**config.mk**
```make
export PLATFORM = sky130hd
export DESIGN_NAME = bus_master_if
export DESIGN_NICKNAME = d
export VERILOG_FILES = /design/src/hw/bus_pkg.sv /design/src/hw/bus_master_if.sv
export SDC_FILE = /design/constraint.sdc
export NUM_CORES = 1
export LEC_CHECK = 0
export BUFFER_PORTS_ARGS = -buffer_cell sky130_fd_sc_hd__buf_4
export CAP_MARGIN = 10
export CORE_AREA = 4 4 103 105
export DETAILED_ROUTE_END_ITERATION = 12
export DIE_AREA = 0 0 107 109
export SLEW_MARGIN = 20
export SYNTH_ARGS = -nofsm -noshare
export SYNTH_HDL_FRONTEND = slang
export SYNTH_SLANG_ARGS = --single-unit
```
**constraint.sdc**
```tcl
create_clock -name vclk -period 2.3
set_input_delay 0.115 -clock vclk [all_inputs]
set_output_delay 0.115 -clock vclk [all_outputs]
set_load 0.05 [all_outputs]
```
**src/hw/bus_pkg.sv**
```systemverilog
package bus_pkg;

	// width of every data word and byte address on the system bus.
	localparam int BUS_WIDTH = 32;

	// a word holds four bytes, so the two lowest address bits select a byte.
	localparam int BYTE_OFFSET_W = 2;

	typedef logic [BUS_WIDTH-1:0] word_t;
	typedef logic [BUS_WIDTH-1:0] addr_t;

endpackage

```
**src/hw/bus_master_if.sv**
```systemverilog
`timescale 1ns/1ps

module bus_master_if
	import bus_pkg::*;
#(
	parameter int NUM_SLAVES = 3
) (
	input  logic                         clk_i,
	input  addr_t                        bus_addr_i,
	input  word_t                        bus_wdata_i,
	input  logic                         bus_we_i,
	input  logic  [NUM_SLAVES-1:0]       bus_select_i,
	input  word_t [NUM_SLAVES-1:0]       s_rdata_i,
	input  logic  [NUM_SLAVES-1:0]       s_ack_i,
	output word_t                        bus_rdata_o,
	output logic                         bus_ack_o,
	output addr_t                        s_addr_o,
	output word_t                        s_wdata_o,
	output logic                         s_we_o,
	output logic  [NUM_SLAVES-1:0]       s_select_o
);

	logic sel_valid;

	// address, data and write enable are shared, the select is per slave.
	assign s_addr_o   = bus_addr_i;
	assign s_wdata_o  = bus_wdata_i;
	assign s_we_o     = bus_we_i;
	assign s_select_o = bus_select_i;

	assign sel_valid = (bus_select_i != '0) &&
		((bus_select_i & (bus_select_i - 1'b1)) == '0);

	// only the selected slave may drive the return path.
	always_comb begin
		bus_rdata_o = '0;
		bus_ack_o   = 1'b0;
		if (sel_valid) begin
			for (int i = 0; i < NUM_SLAVES; i++) begin
				if (bus_select_i[i]) begin
					bus_rdata_o = s_rdata_i[i];
					bus_ack_o   = s_ack_i[i];
				end
			end
		end
	end

	a_ack_from_selected: assert property (
		@(posedge clk_i) (s_ack_i & ~bus_select_i) == '0
	);

endmodule

```
---- Word level (Yosys, flattened, before mapping) ----
Cells that the tools add are included.
cells by class
  multiplexer cells ....................... 8
  add/subtract/negate cells ............... 1
  reductions and logical operators ........ 3
  bitwise logic cells ..................... 1
operators by type and width
  operator             count
  $mux 32              4
  $mux 1               4
  $and 3x3->3          1
  $logic_not 3->1      1
  $reduce_bool 3->1    1
  $sub 3x1->3 const B  1
  $logic_and 1x1->1    1
storage, ports and cells
  input bits .............................. 168
  bits in registers ....................... 0
  word-level logic and storage cells ...... 13

---- Longest topological paths before layout ----
  depth after elaboration ................. 5
  gate-level depth with buffers ........... 4
  gate-level depth less buffers ........... 2

---- Least setup slack after synthesis ----
No wires, ideal clock.
  kind .................................... input to output
  start point ............................. in bus_select_i[2]
  end point ............................... out bus_rdata_o[17]
  buffers on the path ..................... 1
  stages on the path ...................... 3
  arrival time ............................ 1.017 ns
  data required time ...................... 2.185 ns
  setup slack ............................. 1.168 ns
  cell sequence ........................... nor3b_4 buf_6 a221o_1
on the way
  cells in the longest elaborated chain, start to end .. 5
ends and longest elaborated chain
  element            RTL line             RTL
  start, declared    bus_master_if.sv:12  input logic [NUM_SLAVES-1:0] bus_select_i,
  $sub 3x1->3        bus_master_if.sv:32  ((bus_select_i & (bus_select_i - 1'b1)) == '0);
  $and 3x3->3        bus_master_if.sv:32
  $logic_not 3->1    bus_master_if.sv:32
  $logic_and 1x1->1  bus_master_if.sv:31  assign sel_valid = (bus_select_i != '0) &&
  $mux 32 *          bus_master_if.sv:38  if (sel_valid) begin
  end, declared      bus_master_if.sv:15  output word_t bus_rdata_o,
Every way passes the cells marked *; elsewhere a longest branch is shown, timed or not.

---- Final worst setup path ----
  start point ............................. in bus_select_i[0]
  end point ............................... out bus_rdata_o[2]
Same word-level chain as after synthesis.

==> qor.yml <==
finish:
  diodes: 0
  seq_cell_count: 0
  seqCellArea_um2: 0
  final_nets: 414
  multiInputGateArea_um2: 898
  drive_above_1_share_pct: 59.4
  fillCellCount: 1082
  clock_buffers: 0
  area_delta_synth_final_pct: 38.9
synth:
  synth-adder-area-share_pct: 0
  synthMuxAreaShare_pct: 0
  postSynthCellCount: 188
  synth_compound_gate_area_share_pct: 21.5
  synth_cell_types: 12
  synth_warnings: 0
  synth-simple-area-share_pct: 36.9
  syn_area_mm2: 0.00154
  syn_area_per_cell_um2: 8.19
  synth_top_family_by_area: "buffers and inverters"
  synth_xor_area_share_pct: 0
  syn_nets: 356
  seq_area_frac_synth_pct: 0
routing:
  via_per_inst: 4.46
  final_antenna_net_count: 0
  drc: 0
  drt_first_iter_violations: 83
  drt-total-wl_mm: 5.87
  vias: 1681
  drt-wirelength-per-cell_um: 15.6
  drtPass1Iterations: 4
global_route:
  grt_pass1_wl_mm: 8.06
  grt_use_total_pct: 8.40
  grt_max_degree: 42
  antenna_found_initial: 0
  grt_pass1_vias: 1593
  grt-ovfl-total: 0
worst_setup_path:
  path_class: "in -> out"
  crit_path_start_kind: "primary input"
  crit_arrival_ps: 1440
  endpoint_kind: "primary output"
  worst-endpoint-required_ps: 2180
  worstPathMaxFanout: 37
floorplanning:
  dieHeight_um: 109
  initial_core_util_pct: 16.0
  dieWidth_um: 107
  die_area_mm2: 0.0117
  ios: 269
  core-area_mm2: 0.00964
  fp-row-count: 36
cts:
  cts_resized: 0
  cts-hold-fix-buffers: 0
  post-cts-setup-buffer-count: 0
power:
  switchingPower_mw: 0.267
  p_leak_nw: 1.02
  peakVddDrop_mv: 0.0549
  seq_power_share_pct: 0
  p_int_mw: 0.234
  swShare_pct: 53.3
  power.density_mw_per_mm2: 234
  p_comb_share_pct: 100.0
  p_clk_share_pct: 0
placement:
  gp_congestion: 0.659
  hpwl_mm: 4.49
  numPortBuffers: 138
run_status:
  outcome: "finished clean"
run:
  cap_violations: 0
sta:
  tightest_slew_ps: 425
  finalMaxSlewViolations: 0
  rsz0062_at_grt: "no"
  max-slew-margin-rel_pct: 71.6
  setup_viol: 0
  fin_tns_setup_ps: 0
  hold_ws_ps: 230
  finalCritPeriodShare_pct: 67.4
  timing_hold_violations_final: 0
  min_period_ps: 1550
  fmax_ghz: 0.645
hold_path:
  hold_path_class: "in -> out"
cell families after synthesis:
group / Yosys count
AO/OA/AOI/OAI: 33
buffers and inverters: 87
AND/OR/NAND/NOR: 68
power by group through the flow:
stage               Sequential (mW)  Combinational, mW  Clock [mW]
floorplan                         0              0.599           0
global placement                  0              0.501           0
detailed placement                0              0.506           0
CTS                               0              0.506           0
global route                      0              0.528           0
finish                            0              0.501           0
synth_stat cells, drive strengths merged:
cell	n	share of area [%]
and2	32	13
nor2	1	0.41
a311o	1	0.65
a221o	32	21
buf	80	40
nor4bb	33	21
and4bb	1	0.81
nor3b	1	1.2
clkbuf	7	1.7
worst max-delay path, cell delays in order:
cell and delay, ps:
buf_4 360, nor3b_4 270, buf_4 280, a221o_1 200
buf_4 200
stage by stage:
step	power, mW	utilization [%]	setup slack (ps)	instances	area [um^2]
finish	0.501	22.2	749	377	2140
global route	0.528	22.2	672	377	2140
CTS	0.506	22.2	730	377	2140
detailed placement	0.506	22.2	731	377	2140
global placement	0.501	22.2	749	377	2140
floorplan	0.599	-	1170	188	1540
path summary, 6_finish.rpt:
kind                  slack (ps)  cells past startpoint       startpoint             end
worst max-delay path         750                      5  bus_select_i[0]  bus_rdata_o[2]
worst min-delay path         230                      0   bus_addr_i[15]    s_addr_o[15]
metal layers:
| metal | share of wire, % | up-vias | global-route usage [%] |
|---|---|---|---|
| met5 | 0 | - | 0 |
| met4 | 4.5 | 0 | 3.56 |
| met3 | 13 | 42 | 1.95 |
| met2 | 51 | 136 | 17.0 |
| met1 | 31 | 745 | 8.00 |
| li1 | - | 758 | - |
cells in the final DEF (no fill, tap or decap):
cell	synthesis	layout
and2_1	30	30
nor3b_4	1	1
buf_4	68	143
a221o_1	32	32
nor2_2	1	1
a311o_1	1	1
and2_0	2	2
and4bb_1	1	1
nor4bb_1	33	33
cell type report:
class | count | area share, %
multi-input combinational | 101 | 42.0
tap | 133 | 7.78
timing repair buffer | 143 | 50.2
Power figures use the tool's default switching activity.
