[config.mk]
export PLATFORM = sky130hd
export DESIGN_NAME = timer_slave
export DESIGN_NICKNAME = d
export VERILOG_FILES = /design/src/hw/bus_pkg.sv /design/src/hw/soc_map_pkg.sv /design/src/hw/timer_slave.sv
export SDC_FILE = /design/constraint.sdc
export NUM_CORES = 1
export LEC_CHECK = 0
export ABC_AREA = 0
export BUFFER_PORTS_ARGS = -buffer_cell sky130_fd_sc_hd__buf_2
export CAP_MARGIN = 10
export CORE_AREA = 8 8 118 120
export CTS_BUF_LIST = sky130_fd_sc_hd__clkbuf_16
export CTS_CLUSTER_DIAMETER = 80
export DETAILED_ROUTE_END_ITERATION = 8
export DIE_AREA = 0 0 126 128
export PLACE_DENSITY_LB_ADDON = 0.3
export SLEW_MARGIN = 10
export SYNTH_ARGS = -nofsm -noshare
export SYNTH_HDL_FRONTEND = slang
export SYNTH_SLANG_ARGS = --single-unit
[constraint.sdc]
create_clock -name clk_i -period 2.85 [get_ports clk_i]
set_input_delay 0.1425 -clock clk_i [delete_from_list [all_inputs] [get_ports clk_i]]
set_output_delay 0.1425 -clock clk_i [all_outputs]
set_load 0.005 [all_outputs]
[src/hw/bus_pkg.sv]
package bus_pkg;

	// width of every data word and byte address on the system bus.
	localparam int BUS_WIDTH = 32;

	// a word holds four bytes, so the two lowest address bits select a byte.
	localparam int BYTE_OFFSET_W = 2;

	typedef logic [BUS_WIDTH-1:0] word_t;
	typedef logic [BUS_WIDTH-1:0] addr_t;

endpackage

[src/hw/soc_map_pkg.sv]
package soc_map_pkg;

	typedef logic [1:0] slave_idx_t;
	typedef logic [3:0] region_t;
	typedef logic [1:0] reg_off_t;

	localparam slave_idx_t SLV_SRAM  = 2'd0;
	localparam slave_idx_t SLV_GPIO  = 2'd1;
	localparam slave_idx_t SLV_TIMER = 2'd2;

	// address bits 15 to 12 pick the region, anything above must be zero.
	localparam int REGION_LSB = 12;
	localparam int REGION_MSB = 15;

	localparam region_t REGION_SRAM  = 4'h0;
	localparam region_t REGION_GPIO  = 4'h1;
	localparam region_t REGION_TIMER = 4'h2;

	// register offset inside the gpio and timer slaves.
	localparam int REG_OFF_LSB = 2;
	localparam int REG_OFF_MSB = 3;

	localparam reg_off_t GPIO_OUT  = 2'd0;
	localparam reg_off_t GPIO_IN   = 2'd1;
	localparam reg_off_t TMR_COUNT = 2'd0;
	localparam reg_off_t TMR_CTRL  = 2'd1;

endpackage

[src/hw/timer_slave.sv]
`timescale 1ns/1ps

module timer_slave
	import bus_pkg::*;
	import soc_map_pkg::*;
(
	input  logic  clk_i,
	input  logic  rst_n_i,
	input  logic  sel_i,
	input  logic  we_i,
	input  addr_t addr_i,
	input  word_t wdata_i,
	output word_t rdata_o,
	output logic  ack_o
);

	reg_off_t reg_off;
	logic     access;
	word_t    count;
	logic     enable;

	assign reg_off = addr_i[REG_OFF_MSB:REG_OFF_LSB];
	assign access  = sel_i & ~ack_o;

	always_ff @(posedge clk_i) begin
		if (!rst_n_i) begin
			ack_o  <= 1'b0;
			count  <= '0;
			enable <= 1'b0;
		end else begin
			ack_o <= access;
			// a load wins over the increment in the same cycle.
			if (access && we_i && reg_off == TMR_COUNT) begin
				count <= wdata_i;
			end else if (enable) begin
				count <= count + 1'b1;
			end
			if (access && we_i && reg_off == TMR_CTRL) begin
				enable <= wdata_i[0];
			end
		end
	end

	always_ff @(posedge clk_i) begin
		if (access) begin
			case (reg_off)
				TMR_COUNT: rdata_o <= count;
				TMR_CTRL:  rdata_o <= {{(BUS_WIDTH-1){1'b0}}, enable};
				default:   rdata_o <= '0;
			endcase
		end
	end

endmodule

-- Yosys cells after proc, flatten, opt, wreduce, memory -nomap -nowiden
Index checks and enable logic that the tools add are counted.
W data, S select, Z words.
- register bits: 66
- bits in latches: 0
- memory bits (writable): 0
- memory bits (read-only): 0
- bits of input ports: 68
- output and inout bits: 33
- word-level logic and storage cells: 16
- memories kept: 0
- add/sub/neg operators: 1
- $mul: 0
- divide/modulo/power cells: 0
- order comparisons: 0
- equality and inequality tests: 1
- shift-type cells: 0
- muxes and demuxes: 3
- bitwise logic cells: 2
- reductions and logical operators: 5
- operators with widths (cell ; number):
    $mux W32 ; 2
    $pmux W32 S2 ; 1
    $add A32 B1 Y32 const B ; 1
    $logic_and A1 B1 Y1 ; 3
    $eq A2 B1 Y1 const B ; 1
    $logic_not A2 Y1 ; 1
    $reduce_bool A2 Y1 ; 1
    $and A1 B1 Y1 ; 1
    $not A1 Y1 ; 1

-- Logic depth before layout (Yosys ltp)
Gate-level depths: netlist (run 1).
- depth in word-level cells: 5
- gate-level depth with buffers: 7
- depth with buffers taken out: 5

-- Worst setup path after synthesis (run 1)
OpenSTA, ideal clock, no wires.
- path type: register -> register
- from: register ack_o
- to: register count[28]
- library setup time: 0.074 ns
- arrival time: 2.849 ns
- required time: 2.776 ns
- path slack: -0.073 ns
- cell stages (with the launch flop): 6
- buffers on the path: 2
- period minus slack after synthesis: 2.923 ns
- path through: dfxtp_1 nor2b_1 nand3_1 buf_6 clkbuf_1 a31oi_1
- cells in the longest elaborated chain, start to end: 5
- elaborated cells on any way between the ends: 6
- those cells by class: 1 x mux; 2 x bitwise; 3 x reduce/logical
- ends and longest elaborated chain (what ; RTL line ; RTL):
    from (decl) ; timer_slave.sv:14 ; output logic ack_o
    from (signal assigned) ; timer_slave.sv:31 ; ack_o <= access;
    $not A1 Y1 (*) ; timer_slave.sv:23 ; assign access = sel_i & ~ack_o;
    $and A1 B1 Y1 (*) ; timer_slave.sv:23 ;
    net access ; timer_slave.sv:18 ; logic access;
    $logic_and A1 B1 Y1 (*) (2 in a row) ; timer_slave.sv:33 ; if (access && we_i && reg_off == TMR_COUNT) begin
    $mux W32 / $reduce_bool A2 Y1 (equally long branches) ; n/a ;
    to (signal assigned) ; timer_slave.sv:34 ; count <= wdata_i;
    to (signal assigned) ; timer_slave.sv:36 ; count <= count + 1'b1;
    to (decl) ; timer_slave.sv:19 ; word_t count;
The timed path passes the listed nets; every way through them passes the cells marked *.
A chain may end at the register's enable or synchronous reset.

-- Worst setup path in the final report (run 1)
- from: register count[0]
- to: register count[22]
- cells in the longest elaborated chain, start to end: 3
- ends and longest elaborated chain (what ; RTL line ; RTL):
    $add A32 B1 Y32 ; timer_slave.sv:36 ;
    $mux W32 ; timer_slave.sv:35 ; end else if (enable) begin
    $mux W32 ; timer_slave.sv:33 ;
No other way between the ends. The select of a mux whose other input is x is not followed.

==> reports/summary.txt, run 1 <==
Status -> finished clean
Peak Freq -> 460 MHz
Synth cell types -> 42
Final non-filler cell total -> 529
Worst-margin pin slew -> 0.610 ns
Pwr/cell area -> 551 nW/um2
Iteration count of the initial detailed-routing pass -> 5
Nets@finish -> 444
Vias per std cell -> 4.79
Final min period -> 2.17 ns
Synth area leaders -> edfxtp_1 (30%), dfxtp_1 (22%), and2_1 (6.1%)
Rows -> 41
CTS sink count -> 66
PostCTS Resize Cnt -> 0
Dpl hpwl -> 6120 um
VDD IR-drop max -> 0.239 mV
Synth Flop Type -> dfxtp_1
Largest family of logic cells by synthesized area -> simple AND/OR/NAND/NOR gates
Pre-CTS setup slack -> 0.690 ns
Simple-gate portion of the synthesized area -> 26.1%
Power Internal -> 1.66 mW
Initial DRC Count -> 223
Worst min path class -> in2reg
Layout cells sized above 1 -> 26.6%
Layout area overhead -> 23.3%
Compound-Gate Fraction of Synth Area -> 12.6%
# setup viols final -> 0
Number of H-tree levels -> 3
Largest net degree at the start of global routing -> 34
Final wirelength -> 8190 um
Critical Path RT -> 3.10 ns
CP Max Fanout -> 11
Worst skew pair latency -> 0.33 ns
CP arrival -> 2.42 ns
Synth top area share -> 30.4%
Post-synthesis mux area share -> 0.951%
CP Launch Point -> count[0]
Net Sw Frac -> 22.6%
Routability cong. -> 0.781
Post-CTS Setup Bufs -> 0
Critical setup path kind -> reg2reg
Skew final -> 0.00499 ns
FF-to-FF End -> count[22]
Hold buffers post-CTS -> 0
Leakage power -> 1.42 nW
Total grt overflow -> 0
Final Util -> 31.9%
Max-slew violation count -> 0
Die Wd -> 126 um
Setup crit end -> count[22]
Comb power frac -> 6.3%
Total power -> 2.15 mW
Fin. Hold Viols -> 0
Post-synth top cells -> dfxtp_1 (34), edfxtp_1 (32), and2_1 (31)
Max cap viols -> 0
Vias -> 2535
CTS tree -> yes
Initial Utilization -> 25.9%
RSZ-0062 raised after global routing -> no
Vias in the first global route -> 2613
Num ports -> 101
Crit. End Element -> flip-flop
Die H -> 128 um
Synth Register Bits -> 66
Initial antenna violation count -> 0
WL/cell -> 15.5 um
Post-route ant nets -> 0
Reg power frac -> 49.4%
EDFF count, synth -> 32
Slew headroom -> 59.0%
Core ar. -> 12200 um2
Crit Reg-Reg Startpoint -> count[0]
CP Launch Type -> flip-flop
Post-synth ARST share -> 0%
Reg clk slew, reported paths -> 0.05 ns
Final Cycle Share -> 76.2%
Die ar. -> 16100 um2
Post-route setup slack -> 0.678 ns
ANT cells -> 0
Area of the mapped netlist -> 3160 um2
# DRC -> 0
Area leader, netlist -> edfxtp_1
Port Buf Inserts -> 70
Cells on worst reg2reg path -> 5
Seq/Total Area, Yosys -> 52.0%
Count leader, synth -> dfxtp_1
Cells after DPL -> 514
XOR/XNOR Fraction of Synth Area -> 3.88%
Synth Instances -> 307
Flop-to-flop setup slack -> 0.68 ns
Syn nets -> 376
All-Layer GR Usage -> 10.5%
Clock share of power -> 44.2%
Avg Cell Area, Syn -> 10.3 um2
Clock buffer depth -> 2
Sw Pwr -> 0.484 mW
Post-Synth Adder-Cell Area -> 0.396%
Synth warn -> 0
First-pass GRT wire length -> 13200 um
CTS Buf Count -> 9
Setup TNS Final -> 0 ns
Root Driver -> clkbuf_16
-- worst min path at each step --
stage	from	end	cells past startpoint	slack, ns
floorplan	wdata_i[15]	count[15]	2	0.29
global placement	wdata_i[0]	enable	3	0.40
detailed placement	wdata_i[15]	count[15]	3	0.41
CTS	wdata_i[15]	count[15]	3	0.07
global route	wdata_i[15]	count[15]	3	0.09
finish	wdata_i[15]	count[15]	3	0.08
-- area by class of cell --
| type | count | area [um2] |
|---|---|---|
| fillers | 1271 | 8320 |
| multi-input cells | 217 | 1400 |
| repair buffers | 77 | 403 |
| flip-flops and latches | 66 | 1640 |
| clock inverters | 6 | 26.3 |
| inverters | 4 | 15.0 |
| well taps | 150 | 188 |
| clock buffers | 9 | 225 |
-- per-layer routing --
metal	wire length, um	share of wire [%]	vias up	GRT usage [%]
li1	-	-	1299	-
met1	3850	47	1175	12.9
met2	3760	46	52	16.3
met3	424	5.2	9	3.66
met4	149	1.8	0	4.88
met5	0	0	-	0
-- layout by cell type, fill, tap and decap left out, types with 4 or more instances in the layout --
cell / synthesis / layout
a211oi_1: 16 / 16
nand4_1: 10 / 10
nor3_1: 17 / 17
and4_1: 12 / 12
nor2_1: 17 / 17
o21ai_0: 24 / 24
buf_4: 0 / 7
nand2_1: 11 / 11
nor4_1: 9 / 9
xnor2_1: 10 / 10
inv_1: 3 / 4
xor2_1: 4 / 4
edfxtp_1: 32 / 32
a31oi_1: 7 / 7
dfxtp_1: 34 / 34
or4_1: 4 / 4
buf_2: 1 / 70
a21oi_1: 8 / 8
nand3_1: 11 / 10
and2_1: 31 / 31
clkbuf_16: 0 / 9
o31ai_1: 5 / 5
-- registers in the layout (all words and copies together) (netlist names) --
| signal | flops |
|---|---|
| ack_o | 1 |
| count | 32 |
| enable | 1 |
| rdata_o | 32 |
-- power by group through the flow --
stage	logic [mW]	clock network [mW]	registers, mW
after floorplan	0.0662	0	1.08
after global placement	0.137	0	1.08
after detailed placement	0.139	0	1.08
after CTS	0.140	0.969	1.06
after global routing	0.152	1.01	1.07
final	0.136	0.949	1.06
-- critical path, cell delays in order (launching register included) --
cell	delay, ns
dfxtp_1	0.43
ha_1	0.27
nand4_4	0.18
or3_4	0.48
or4_1	0.54
a31oi_1	0.19
-- per-stage QoR --
| step | area [um2] | hold slack, ns |
|---|---|---|
| floorplan | 3160 | 0.289 |
| CTS | 3890 | 0.0659 |
| global route | 3890 | 0.0916 |
| finish | 3890 | 0.0774 |
| detailed placement | 3640 | 0.409 |
| global placement | 3640 | 0.397 |
-- cells by family after synthesis --
group | after synthesis
buffers and inverters | 24
AND/OR/NAND/NOR | 135
XOR/XNOR | 14
adder cells (fa/ha/maj) | 1
multiplexers | 3
flip-flops | 66
AO/OA/AOI/OAI | 64
No activity file was read; power rests on OpenSTA's default activity.
==> inputs of run 2 (changes only) <==
- clock period: 2.85 -> 2.2 ns (I/O delays scaled with it)
==> run 2 against run 1 <==
Critical path depth stayed put. Register-to-register slack worse by 0.52 ns. Highest routed layer is now met5. Largest power group unchanged. First-iteration DRC count is 24% lower. Count of clock-buffer cells in the layout stayed put. Design area is 0.96% higher. Sequential power is 29% higher. Largest cell class unchanged. Combinational power is 32% higher.
==> reports/summary.txt, run 2 (synthesized netlist as in run 1, its figures left out) <==
Root Driver -> clkbuf_16
Reg clk slew, reported paths -> 0.05 ns (about the same)
Pre-CTS setup slack -> 0.162 ns (-0.528 ns)
CP Buf/Inv Count -> 0 (unchanged)
Pwr/cell area -> 709 nW/um2 (+29%)
Vias -> 2566 (+1.2%)
Clock buffer depth -> 2 (unchanged)
Fin. Hold Viols -> 0 (unchanged)
Hold buffers post-CTS -> 0 (unchanged)
Num ports -> 101 (unchanged)
Fill cells -> 1292 (+1.7%)
Core ar. -> 12200 um2 (unchanged)
Rows -> 41 (unchanged)
Leakage power -> 1.44 nW (+1.2%)
Hold WS -> 0.0450 ns (-0.0324 ns)
Initial antenna violation count -> 1 (+1)
# DRC -> 0 (unchanged)
PostCTS Resize Cnt -> 0 (unchanged)
Number of H-tree levels -> 3 (unchanged)
Final min period -> 2.05 ns (-0.126 ns)
ANT cells -> 0 (unchanged)
Slew headroom -> 58.8% (-0.15 points)
Peak Freq -> 489 MHz (+6.1%)
WHS Path Cells -> 3 (unchanged)
Die H -> 128 um (unchanged)
CTS sink count -> 66 (unchanged)
Vias per std cell -> 4.82 (+0.65%)
Crit path cell chain -> ha_2 > nand4_4 > or3_4 > or4_1 > a31oi_1
Critical setup path kind -> reg2reg
Critical path's slowest cell -> or4_1
Final Cycle Share -> 93.0% (+17 points)
Most frequent cells in the layout -> buf_2 (70), dfxtp_1 (34), edfxtp_1 (32), and2_1 (31), o21ai_0 (24)
CP Launch Type -> flip-flop
Max-slew violation count -> 0 (unchanged)
Register Area -> 1640 um2 (unchanged)
Max cap viols -> 0 (unchanged)
Status -> finished clean
Layout area overhead -> 24.5%
Total grt overflow -> 0 (unchanged)
CTS Buf Count -> 9 (unchanged)
Leading cell type in the layout, fill and taps excluded -> buf_2
Vias in the first global route -> 2622 (+0.34%)
Dpl hpwl -> 6090 um (-0.47%)
Die Wd -> 126 um (unchanged)
WL/cell -> 15.8 um (+2.0%)
Critical Path RT -> 2.45 ns (-0.65 ns)
First-pass GRT wire length -> 13700 um (+3.6%)
Post-CTS Setup Bufs -> 0 (unchanged)
Nets@finish -> 447 (+0.68%)
Crit. path cell count -> 5 (unchanged)
Worst-margin pin slew -> 0.612 ns (+0.00219 ns)
Initial Utilization -> 25.9% (unchanged)
Final non-filler cell total -> 532 (+0.57%)
Cells on worst reg2reg path -> 5 (unchanged)
Die ar. -> 16100 um2 (unchanged)
Crit-path max cell delay -> 0.52 ns (-0.02 ns)
CTS tree -> yes
CP arrival -> 2.30 ns (-0.12 ns)
# setup viols final -> 0 (unchanged)
Crit-path leading delay family -> simple AND/OR/NAND/NOR gates
Multi-input gate area -> 1400 um2 (+0.18%)
CP Max Fanout -> 11 (unchanged)
Crit. End Element -> flip-flop
Port Buf Inserts -> 70 (unchanged)
Skew final -> 0.00390 ns (-0.00109 ns)
Biggest regs -> count x32, rdata_o x32
Initial DRC Count -> 170 (-24%)
Total power -> 2.79 mW (+30%)
Setup TNS Final -> 0 ns (unchanged)
Worst skew pair latency -> 0.33 ns (about the same)
Post-route ant nets -> 0 (unchanged)
RSZ-0062 raised after global routing -> no
Worst min path class -> in2reg
Cells after DPL -> 517 (+0.58%)
VDD IR-drop max -> 0.354 mV (+48%)
Routability cong. -> 0.787 (+0.78%)
Iteration count of the initial detailed-routing pass -> 4 (-1)
Post-route setup slack -> 0.153 ns (-0.524 ns)
Layout cells sized above 1 -> 27.5% (+0.84 points)
All-Layer GR Usage -> 10.8% (+0.34 points)
Final wirelength -> 8400 um (+2.6%)
Largest net degree at the start of global routing -> 63 (+85%)
-- run 2: cell types whose count changed in the layout (fill, tap and decap cells not counted), sizes merged --
cell and delta:
buf +3
-- run 2: path summary, 6_finish.rpt --
path	startpoint	to	slack [ns]
setup / recovery	count[0]	count[24]	0.15
hold / removal	wdata_i[0]	enable	0.04
setup reg to reg	count[0]	count[24]	0.15
hold reg to reg	count[18]	count[18]	0.52
-- run 2: tightest hold or removal path, stage by stage --
cell,delay [ns]
buf_2,0.09
mux2i_1,0.06
nor2_1,0.07
-- run 2: power by group --
part           internal, mW  total (mW)  switching, mW
sequential             1.34        1.37         0.0350
combinational        0.0801       0.180          0.100
clock                 0.736        1.23          0.496
total                  2.15        2.79          0.632
-- run 2: layout make-up --
| cell class | count | area share, % |
|---|---|---|
| Clock buffer | 9 | 5.73 |
| Tap cell | 150 | 4.77 |
| Inverter | 4 | 0.382 |
| Timing Repair Buffer | 80 | 11.1 |
| Sequential cell | 66 | 41.8 |
| Multi-Input combinational cell | 217 | 35.6 |
| Clock inverter | 6 | 0.668 |
-- run 2: routing by layer --
layer  part of all wire [%]  global-route usage (%)
met5                   0.15                       0
met4                    1.7                    4.67
met3                    5.9                    3.87
met2                     45                    16.5
met1                     47                    13.6
-- run 2: metrics by stage --
step	utilization [%]	cell area (um2)
after floorplan	-	3160
after global placement	30.1	3680
after detailed placement	30.1	3680
after CTS	32.2	3930
after global routing	32.2	3930
final	32.2	3930
