==> config.mk <==
export PLATFORM = sky130hd
export DESIGN_NAME = bus_ctrl
export DESIGN_NICKNAME = d
export VERILOG_FILES = /design/src/hw/bus_pkg.sv /design/src/hw/soc_map_pkg.sv /design/src/hw/bus_ctrl.sv
export SDC_FILE = /design/constraint.sdc
export NUM_CORES = 1
export LEC_CHECK = 0
export BUFFER_PORTS_ARGS = -buffer_cell sky130_fd_sc_hd__buf_2
export CAP_MARGIN = 5
export CORE_MARGIN = 2
export CORE_UTILIZATION = 43
export DETAILED_ROUTE_END_ITERATION = 10
export PLACE_DENSITY = 0.79
export REMOVE_ABC_BUFFERS = 1
export SETUP_SLACK_MARGIN = 0.02
export SLEW_MARGIN = 5
export SYNTH_ARGS = -nofsm -noshare
export SYNTH_HDL_FRONTEND = slang
export SYNTH_SLANG_ARGS = --single-unit
==> constraint.sdc <==
create_clock -name clk_i -period 7.2 [get_ports clk_i]
set_input_delay 1.8 -clock clk_i [delete_from_list [all_inputs] [get_ports clk_i]]
set_output_delay 1.8 -clock clk_i [all_outputs]
set_load 0.03 [all_outputs]
==> src/hw/bus_pkg.sv <==
package bus_pkg;

	// width of every data word and byte address on the system bus.
	localparam int BUS_WIDTH = 32;

	// a word holds four bytes, so the two lowest address bits select a byte.
	localparam int BYTE_OFFSET_W = 2;

	typedef logic [BUS_WIDTH-1:0] word_t;
	typedef logic [BUS_WIDTH-1:0] addr_t;

endpackage

==> src/hw/soc_map_pkg.sv <==
package soc_map_pkg;

	typedef logic [1:0] slave_idx_t;
	typedef logic [3:0] region_t;
	typedef logic [1:0] reg_off_t;

	localparam slave_idx_t SLV_SRAM  = 2'd0;
	localparam slave_idx_t SLV_GPIO  = 2'd1;
	localparam slave_idx_t SLV_TIMER = 2'd2;

	// address bits 15 to 12 pick the region, anything above must be zero.
	localparam int REGION_LSB = 12;
	localparam int REGION_MSB = 15;

	localparam region_t REGION_SRAM  = 4'h0;
	localparam region_t REGION_GPIO  = 4'h1;
	localparam region_t REGION_TIMER = 4'h2;

	// register offset inside the gpio and timer slaves.
	localparam int REG_OFF_LSB = 2;
	localparam int REG_OFF_MSB = 3;

	localparam reg_off_t GPIO_OUT  = 2'd0;
	localparam reg_off_t GPIO_IN   = 2'd1;
	localparam reg_off_t TMR_COUNT = 2'd0;
	localparam reg_off_t TMR_CTRL  = 2'd1;

endpackage

==> src/hw/bus_ctrl.sv <==
`timescale 1ns/1ps

module bus_ctrl
	import bus_pkg::*;
	import soc_map_pkg::*;
#(
	parameter int NUM_SLAVES = 3
) (
	input  logic                  clk_i,
	input  logic                  rst_n_i,
	input  logic                  req_i,
	input  addr_t                 addr_i,
	input  logic                  we_i,
	input  word_t                 wdata_i,
	input  logic                  ack_i,
	input  word_t                 rdata_i,
	output logic                  busy_o,
	output logic                  done_o,
	output logic                  err_o,
	output word_t                 rdata_o,
	output addr_t                 bus_addr_o,
	output word_t                 bus_wdata_o,
	output logic                  bus_we_o,
	output logic [NUM_SLAVES-1:0] bus_select_o
);

	typedef enum logic [1:0] {
		IDLE,
		ACCESS,
		DONE
	} ctrl_state_t;

	ctrl_state_t state;
	logic        mapped;
	slave_idx_t  slave_idx;

	// the region decode looks at the incoming request, not the registered copy.
	always_comb begin
		mapped    = 1'b0;
		slave_idx = SLV_SRAM;
		if (addr_i[BUS_WIDTH-1:REGION_MSB+1] == '0) begin
			case (region_t'(addr_i[REGION_MSB:REGION_LSB]))
				REGION_SRAM: begin
					mapped    = 1'b1;
					slave_idx = SLV_SRAM;
				end
				REGION_GPIO: begin
					mapped    = 1'b1;
					slave_idx = SLV_GPIO;
				end
				REGION_TIMER: begin
					mapped    = 1'b1;
					slave_idx = SLV_TIMER;
				end
				default: begin
					mapped = 1'b0;
				end
			endcase
		end
	end

	always_ff @(posedge clk_i) begin
		if (!rst_n_i) begin
			state        <= IDLE;
			bus_select_o <= '0;
			bus_we_o     <= 1'b0;
			err_o        <= 1'b0;
		end else begin
			case (state)
				IDLE: begin
					if (req_i) begin
						bus_we_o <= we_i;
						err_o    <= ~mapped;
						if (mapped) begin
							bus_select_o <= {{(NUM_SLAVES-1){1'b0}}, 1'b1} << slave_idx;
							state        <= ACCESS;
						end else begin
							// unmapped requests skip the bus and finish next cycle.
							state <= DONE;
						end
					end
				end
				ACCESS: begin
					if (ack_i) begin
						bus_select_o <= '0;
						state        <= DONE;
					end
				end
				DONE: begin
					err_o <= 1'b0;
					state <= IDLE;
				end
				default: begin
					state <= IDLE;
				end
			endcase
		end
	end

	always_ff @(posedge clk_i) begin
		if (state == IDLE && req_i) begin
			bus_addr_o  <= addr_i;
			bus_wdata_o <= wdata_i;
			if (!mapped) begin
				rdata_o <= '0;
			end
		end
		// writes report a zero word, reads the data of the slave.
		if (state == ACCESS && ack_i) begin
			rdata_o <= bus_we_o ? '0 : rdata_i;
		end
	end

	assign busy_o = (state != IDLE);
	assign done_o = (state == DONE);

	// the select is one-hot while the FSM waits for the ack and zero otherwise.
	a_select_onehot: assert property (
		@(posedge clk_i) disable iff (!rst_n_i)
			(state == ACCESS) ? $onehot(bus_select_o) : (bus_select_o == '0)
	);

	a_no_req_busy: assert property (
		@(posedge clk_i) disable iff (!rst_n_i) busy_o |-> !req_i
	);

endmodule

After elaboration in Yosys (flattened, before gate mapping)
Index checks and enable logic that the tools add are counted.

storage, ports and cells
  register bits after elaboration = 103
  output and inout bits = 103
  word-level logic and storage cells = 50

operators by class
  equality and inequality tests = 8
  shift operators = 1
  multiplexer cells = 18
  bitwise operators = 1
  reduce and logical (&&, ||, !) cells = 15

operator list
  operator                                                                 count
  32-bit two-way mux                                                       4
  16-bit logical NOT                                                       1
  3-bit two-way mux                                                        3
  2-bit two-way mux                                                        4
  2-bit one-hot mux with 2 select lines                                    2
  2-bit AND reduction                                                      4
  2-bit nonzero test                                                       4
  2-bit inequality test, second input constant                             3
  3-bit one-hot mux with 2 select lines                                    1
  4-bit by 1-bit == test with 1-bit output, second input constant          1
  4-bit by 2-bit == test with 1-bit output, second input constant          1
  4-bit logical NOT                                                        1
  4-bit AND reduction                                                      1
  1-bit two-way mux                                                        3
  3-bit OR reduction                                                       1
  1-bit by 2-bit << shifter with 3-bit output, first input constant        1
  2-bit by 1-bit == test with 1-bit output, second input constant          1
  2-bit == test, second input constant                                     1
  1-bit logical AND                                                        2
  2-bit logical NOT                                                        1
  2-bit by 1-bit inequality test with 1-bit output, second input constant  1
  1-bit one-hot mux with 2 select lines                                    1
  1-bit inverter                                                           1

Longest topological paths before layout
Gate-level depths: netlist (run 1).

  word-level depth = 7
  mapped depth = 4
  depth with buffers taken out = 4

Worst setup path after synthesis (run 1)
OpenSTA, ideal clock, no wires.

  path kind = input port to flip-flop
  start point = input port req_i
  end point = register rdata_o[0], enable pin
  arrival = 6,078 ps
  path slack = 733 ps
  stages on the path = 4
  buffers on the path = 0
  path through = inv_1 nor2_1 o21ai_0 nand2_1

on the way
  cells in the longest elaborated chain, start to end = 3

ends and longest elaborated chain
  what                                  line             source
  from (decl)                           bus_ctrl.sv:11   input logic req_i,
  1-bit logical AND                     bus_ctrl.sv:101  if (state == IDLE && req_i) begin
  2-bit nonzero test (no source line)   -
  2-bit AND reduction (no source line)  -
  to (signal assigned)                  bus_ctrl.sv:110  rdata_o <= bus_we_o ? '0 : rdata_i;
  to (decl)                             bus_ctrl.sv:20   output word_t rdata_o,

Every way passes these cells.
A chain may end at the register's enable or synchronous reset.

Worst setup path after layout (run 1)
  start point = input port addr_i[18]
  end point = register rdata_o[11], enable pin

on the way
  cells in the longest elaborated chain, start to end = 4

ends and longest elaborated chain
  what                                                               line            source
  from (decl)                                                        bus_ctrl.sv:12  input addr_t addr_i,
  16-bit logical NOT                                                 bus_ctrl.sv:41  if (addr_i[BUS_WIDTH-1:REGION_MSB+1] == '0) begin
  1-bit two-way mux                                                  bus_ctrl.sv:41
  2-bit by 1-bit inequality test with 1-bit output (no source line)  -
  2-bit AND reduction (no source line)                               -

Every way passes these cells.

==> results by group, run 1 <==
Setup path
  • Worst Path Arrival: 3.11 ns
  • CP max stage cell: nor4_2
  • Cell family with most CP delay: simple AND/OR/NAND/NOR gates
  • CP Cell Sequence: buf_2 > nor4_2 > nand4_1 > o21ai_0 > nand2_1 > buf_4
  • Critical path endpoint category: flip-flop
  • CP peak stage delay: 0.30 ns
  • Critical Path Source: addr_i[18]
  • Crit start category: input pin
  • R2R Setup Slk: 5.42 ns
  • CP bufs+invs: 2
  • Crit Path Max Fanout: 32
  • Setup CP Type: input pin to flip-flop
  • R2R Path Start: state[0]$_SDFFE_PN0P_
  • Critical Path RT: 7.28 ns

Floorplan
  • Placement Rows: 32
  • Die area: 8892 µm²
  • I/O pin total: 204
  • Initial Util: 44.90%
  • Die width: 94.30 µm
  • Die H: 94.30 µm
  • Core area: 7807 µm²

Placed design
  • GPL Wtd Cong: 0.7522
  • Detail Placement HPWL: 6158 µm
  • Port Buffer Count: 203

Layout
  • Nets: 491
  • Final Util: 62.47%
  • Antenna cells: 0
  • Layout cell share with drive strength beyond 1: 57.97%
  • Commonest non-fill, non-tap cell in the layout: buf_2
  • Most frequent cells in the layout: 203 x buf_2, 96 x edfxtp_1, 32 x and2_1
  • Synth-to-Final Area Change: 39.12%

Clock network
  • CTS tree: yes
  • Post-CTS setup buffer count: 0
  • CTS hold repair buffers: 0
  • CTS clk-pin slew, worst paths: 0.09 ns
  • # resized after CTS: 0
  • CTS Sinks: 103
  • Worst skew pair latency: 0.36 ns
  • CTS max path bufs: 2
  • H-tree lvl count: 3
  • Clock root cell: clkbuf_8
  • Inserted Clock Buffers: 9

STA
  • Crit path time final: 3.036 ns
  • RSZ-0062 raised after global routing: false
  • Max_slew headroom: 45.52%
  • Setup Viol. Count Final: 0
  • Setup TNS: 0 ns
  • Final Max Tran Viols: 0
  • Final hold violations: 0
  • Slew at the pin with the worst max-slew slack: 0.8172 ns
  • Max Clock Freq: 329.4 MHz
  • Clock Skew: 0.01583 ns
  • Fin crit share: 42.17%

Worst hold path
  • Hold crit path type: flip-flop to flip-flop
  • HP Start: bus_select_o[2]$_SDFFE_PN0P_

Global routing
  • Largest net degree at the start of global routing: 67
  • Vias in the first global route: 2199
  • Remaining Overflow, GRT: 0
  • Total Routing Usage GR: 17.62%
  • First-pass GRT wire length: 11400 µm
  • Initial antenna violation count: 0

Route
  • Detailed Route WL: 8005 µm
  • Vias per cell: 4.632
  • WL per Instance: 16.11 µm
  • Via count: 2302
  • ANT nets after route: 0
  • First-pass DRT Iterations: 4
  • Iter 0 DRT Violations: 70
  • Drc violations: 0

Yosys
  • Seq/Total Area, Yosys: 86.22%
  • Syn Inst Count: 177
  • Yosys reg bits: 103
  • Synth top area cells: edfxtp_1 82%, and2_1 5.7%, dfxtp_1 4.0%
  • Syn Area/Cell: 19.81 µm²
  • Cell taking the most area after synthesis: edfxtp_1
  • Yosys cell types: 19
  • Post-Syn Area: 3506 µm²
  • Area share of the largest cell type after synthesis: 82.23%
  • Ys Warns: 0

Power
  • Power density cells: 248.8 nW/µm²
  • Maximum VDD drop: 109.2 µV
  • Static Leakage: 2.113 nW

Flow run
  • Max Cap Viol: 0

Status
  • Status: finished, final reports clean
[worst reg2reg max path, cell delays in order (launching register included)]
cell and delay (ns):
dfxtp_1 0.35, or2_4 0.29, nor2_4 0.09, buf_4 0.64
mux2i_1 0.27, nor2b_1 0.06
[kinds of logic after synthesis]
group / count (synthesis) / synth area share [%]
compound gates: 5 / 0.8566
buf+inv: 5 / 0.5351
flops: 103 / 86.22
mux: 4 / 1.142
simple gates: 60 / 11.24
[worst paths after layout]
path                                  endpoint  cells after the start
hold / removal    bus_select_o[2]$_SDFFE_PN0P_                      2
setup reg to reg         bus_we_o$_SDFFE_PN0P_                      5
hold reg to reg   bus_select_o[2]$_SDFFE_PN0P_                      2
setup / recovery     rdata_o[11]$_SDFFCE_PP0P_                      6
[synthesized netlist by cell type]
cell type  count
nand4_1        3
and2_1        32
nor4_2         4
nand2_1        3
mux2i_1        4
nor2b_1        5
nand3b_1       1
nor4_4         1
nor2_1         5
inv_1          1
or2_4          1
nand3_1        4
nand2b_1       1
o21ai_0        3
a21boi_1       1
o21a_1         1
clkbuf_1       4
dfxtp_1        7
edfxtp_1      96
[through the flow]
step                      hold slack (ns)  worst slack [ns]  total power [mW]  instance area, µm²  cells
after floorplan                    0.5949            0.7327            0.7922                3491    173
after CTS                          0.4840             4.149             1.225                4877    497
final                              0.4820             4.164             1.213                4877    497
after global placement             0.4605             3.821            0.8506                4664    481
after global routing               0.5014             4.043             1.263                4877    497
after detailed placement           0.4697             3.753            0.8558                4664    481
[state kept, by name, summed over array words and instances, names as in the netlist]
register	flops
state	2
rdata_o	32
bus_select_o	3
bus_wdata_o	32
err_o	1
bus_addr_o	32
bus_we_o	1
[power by group]
group	total [mW]	internal (mW)	switching, mW
logic	0.144	0.0431	0.101
registers	0.697	0.689	0.00795
clock network	0.373	0.169	0.204
[metal layers]
| metal | track usage [%] | routed length, µm | vias up |
|---|---|---|---|
| met1 | 19.67 | 2879 | 1089 |
| li1 | - | - | 1087 |
| met3 | 7.303 | 873 | 10 |
| met5 | 0 | 0 | - |
| met4 | 5.918 | 109 | 0 |
| met2 | 30.42 | 4143 | 116 |
[final cells by class]
type                    count  area (µm²)
multi-input cells          69       471.7
flip-flops and latches    103        3023
repair buffers            206        1039
clock inverters             7       88.84
inverters                   1       3.754
clock buffers               9       123.9
fillers                   606        2930
well taps                 102       127.6
Power figures use the tool's default switching activity.
==> run 2, diff against run 1 <==
--- a/config.mk
+++ b/config.mk
@@ -8,9 +8,9 @@
 export BUFFER_PORTS_ARGS = -buffer_cell sky130_fd_sc_hd__buf_2
 export CAP_MARGIN = 5
 export CORE_MARGIN = 2
-export CORE_UTILIZATION = 43
+export CORE_UTILIZATION = 39
 export DETAILED_ROUTE_END_ITERATION = 10
-export PLACE_DENSITY = 0.79
+export PLACE_DENSITY = 0.76
 export REMOVE_ABC_BUFFERS = 1
 export SETUP_SLACK_MARGIN = 0.02
 export SLEW_MARGIN = 5
==> constraint.sdc (replaced) <==
create_clock -name clk_i -period 2.6 [get_ports clk_i]
set_input_delay 0.65 -clock clk_i [delete_from_list [all_inputs] [get_ports clk_i]]
set_output_delay 0.65 -clock clk_i [all_outputs]
set_load 0.03 [all_outputs]
==> results by group, run 2 (synthesized netlist as in run 1, its figures left out) <==
STA
  • Final Max Tran Viols: 0 (unchanged)
  • Crit path time final: 1.914 ns
  • Fin crit share: 73.63%
  • Final hold violations: 0 (unchanged)
  • Slew at the pin with the worst max-slew slack: 0.4471 ns (-0.3701 ns)
  • Max Clock Freq: 522.4 MHz
  • Clock Skew: 0.01513 ns (-0.0006956 ns)
  • RSZ-0062 raised after global routing: false
  • Setup TNS: 0 ns (unchanged)
  • Max_slew headroom: 69.97% (+24 points)
  • Setup Viol. Count Final: 0 (unchanged)

Route
  • Iter 0 DRT Violations: 65 (-7.1%)
  • First-pass DRT Iterations: 4 (unchanged)
  • ANT nets after route: 0 (unchanged)
  • Detailed Route WL: 7326 µm (-8.5%)
  • WL per Instance: 14.56 µm (-9.6%)
  • Via count: 2246 (-2.4%)
  • Drc violations: 0 (unchanged)
  • Vias per cell: 4.465 (-3.6%)

Clock network
  • Post-CTS setup buffer count: 0 (unchanged)
  • CTS clk-pin slew, worst paths: 0.10 ns (about the same)
  • Clock root cell: clkbuf_8
  • CTS hold repair buffers: 0 (unchanged)
  • CTS max path bufs: 2 (unchanged)
  • Worst skew pair latency: 0.35 ns (about the same)
  • H-tree lvl count: 3 (unchanged)
  • Inserted Clock Buffers: 9 (unchanged)
  • CTS tree: yes
  • # resized after CTS: 0 (unchanged)
  • CTS Sinks: 103 (unchanged)

Setup path
  • Critical path endpoint category: flip-flop
  • R2r endpoint: rdata_o[31]$_SDFFCE_PP0P_
  • CP peak stage delay: 0.33 ns (+0.03 ns)
  • R2R Setup Slk: 0.95 ns (-4.47 ns)
  • R2R Path Start: state[0]$_SDFFE_PN0P_
  • CP Cell Sequence: buf_2 > nor4_2 > nand4_1 > o21ai_0 > nand2_1 > buf_4
  • Worst Path Arrival: 1.98 ns (-1.13 ns)
  • Setup CP Type: input pin to flip-flop
  • Critical Path RT: 2.66 ns (-4.62 ns)
  • Crit Path Max Fanout: 32 (unchanged)
  • CP max stage cell: nor4_2
  • Crit start category: input pin
  • R2r worst-path depth: 5 (unchanged)

Layout
  • Nets: 491 (unchanged)
  • Top flop regs: bus_addr_o (32), bus_wdata_o (32), rdata_o (32)
  • Final Util: 55.70% (-6.8 points)
  • Synth-to-Final Area Change: 38.54%
  • Commonest non-fill, non-tap cell in the layout: buf_2
  • Layout cell share with drive strength beyond 1: 57.47% (-0.51 points)
  • Most frequent cells in the layout: 203 x buf_2, 96 x edfxtp_1, 32 x and2_1
  • Fin area: 4857 µm² (-0.41%)
  • Fill cells: 697 (+15%)
  • Antenna cells: 0 (unchanged)
  • Fin cells: 503 (+1.2%)

Placed design
  • DP Cell Count: 487 (+1.2%)
  • GPL Wtd Cong: 0.7472 (-0.66%)
  • Detail Placement HPWL: 5514 µm (-10%)
  • Cell Area, Placed: 4684 µm² (+0.43%)
  • Port Buffer Count: 203 (unchanged)

Floorplan
  • Placement Rows: 34 (+6.3%)
  • Die H: 98.81 µm (+4.8%)
  • Initial Util: 40.20% (-4.7 points)
  • Core area: 8721 µm² (+12%)
  • Die width: 98.81 µm (+4.8%)
  • Die area: 9763 µm² (+9.8%)
  • I/O pin total: 204 (unchanged)

Worst hold path
  • Worst min-delay path endpoint: bus_wdata_o[12]$_DFFE_PP_
  • HP Start: wdata_i[12]
  • Hold crit path type: input pin to flip-flop
  • Hold Path Depth: 1 (-1)

Power
  • Power density cells: 661.0 nW/µm² (+170%)
  • Static Leakage: 2.089 nW (-1.1%)
  • Maximum VDD drop: 320.8 µV (+190%)

Global routing
  • First-pass GRT wire length: 11090 µm (-2.7%)
  • Largest net degree at the start of global routing: 67 (unchanged)
  • Total Routing Usage GR: 14.78% (-2.8 points)
  • Remaining Overflow, GRT: 0 (unchanged)
  • Initial antenna violation count: 0 (unchanged)
  • Vias in the first global route: 2274 (+3.4%)

Flow run
  • Max Cap Viol: 0 (unchanged)

Status
  • Status: finished, final reports clean
==> run 2: cell types whose count changed in the layout (fill, tap and decap cells not counted), sizes merged <==
cell / before / now
clkinvlp: 0 / 2
inv: 4 / 2
bufinv: 1 / 0
clkbuf: 9 / 10
==> run 2: cell type report <==
type,instances,area (µm²),share of cell area (%)
sequential,103,3023,62.24
inverter,1,3.754,0.07728
clock buffer,10,127.6,2.628
multi-input combinational,69,471.7,9.711
timing repair buffer,206,1051,21.64
tap,108,135.1,2.782
clock inverter,6,45.04,0.9274
==> run 2: per-layer routing <==
layer  share of wire, %  track usage (%)  up-vias
met5                  0                0        -
met4                1.2            5.269        0
met3                 10            5.957        9
met2                 50            24.22      127
met1                 39            17.73     1020
li1                   -                -     1090
==> run 2: per-stage QoR <==
stage | power [mW] | hold slack [ns] | setup WS, ns
floorplan | 2.194 | 0.5949 | -2.717
global placement | 2.361 | 0.4633 | 0.3927
detailed placement | 2.369 | 0.4733 | 0.3359
CTS | 3.252 | 0.4410 | 0.7102
global route | 3.347 | 0.4286 | 0.5763
finish | 3.211 | 0.4651 | 0.6856
==> run 2: how the worst max path moves through the flow <==
stage / depth (start not counted) / startpoint / end
floorplan: 4 / req_i / rdata_o[0]$_SDFFCE_PP0P_
global placement: 6 / addr_i[25] / rdata_o[18]$_SDFFCE_PP0P_
detailed placement: 6 / addr_i[25] / rdata_o[6]$_SDFFCE_PP0P_
CTS: 6 / addr_i[25] / rdata_o[21]$_SDFFCE_PP0P_
global route: 6 / addr_i[25] / rdata_o[23]$_SDFFCE_PP0P_
finish: 6 / addr_i[25] / rdata_o[31]$_SDFFCE_PP0P_
==> run 2: power breakdown <==
group | switching (mW) | total, mW | leakage, nW | internal [mW]
combinational | 0.277 | 0.399 | 1.01 | 0.122
clock | 0.532 | 0.885 | 0.0805 | 0.353
sequential | 0.0207 | 1.93 | 0.995 | 1.91
total | 0.830 | 3.21 | 2.09 | 2.38
==> run 2: critical path, delay by kind of cell <==
kind / cells / cell delay (ns)
AND/OR/NAND/NOR: 3 / 0.65
buffers and inverters: 2 / 0.37
AO/OA/AOI/OAI: 1 / 0.28
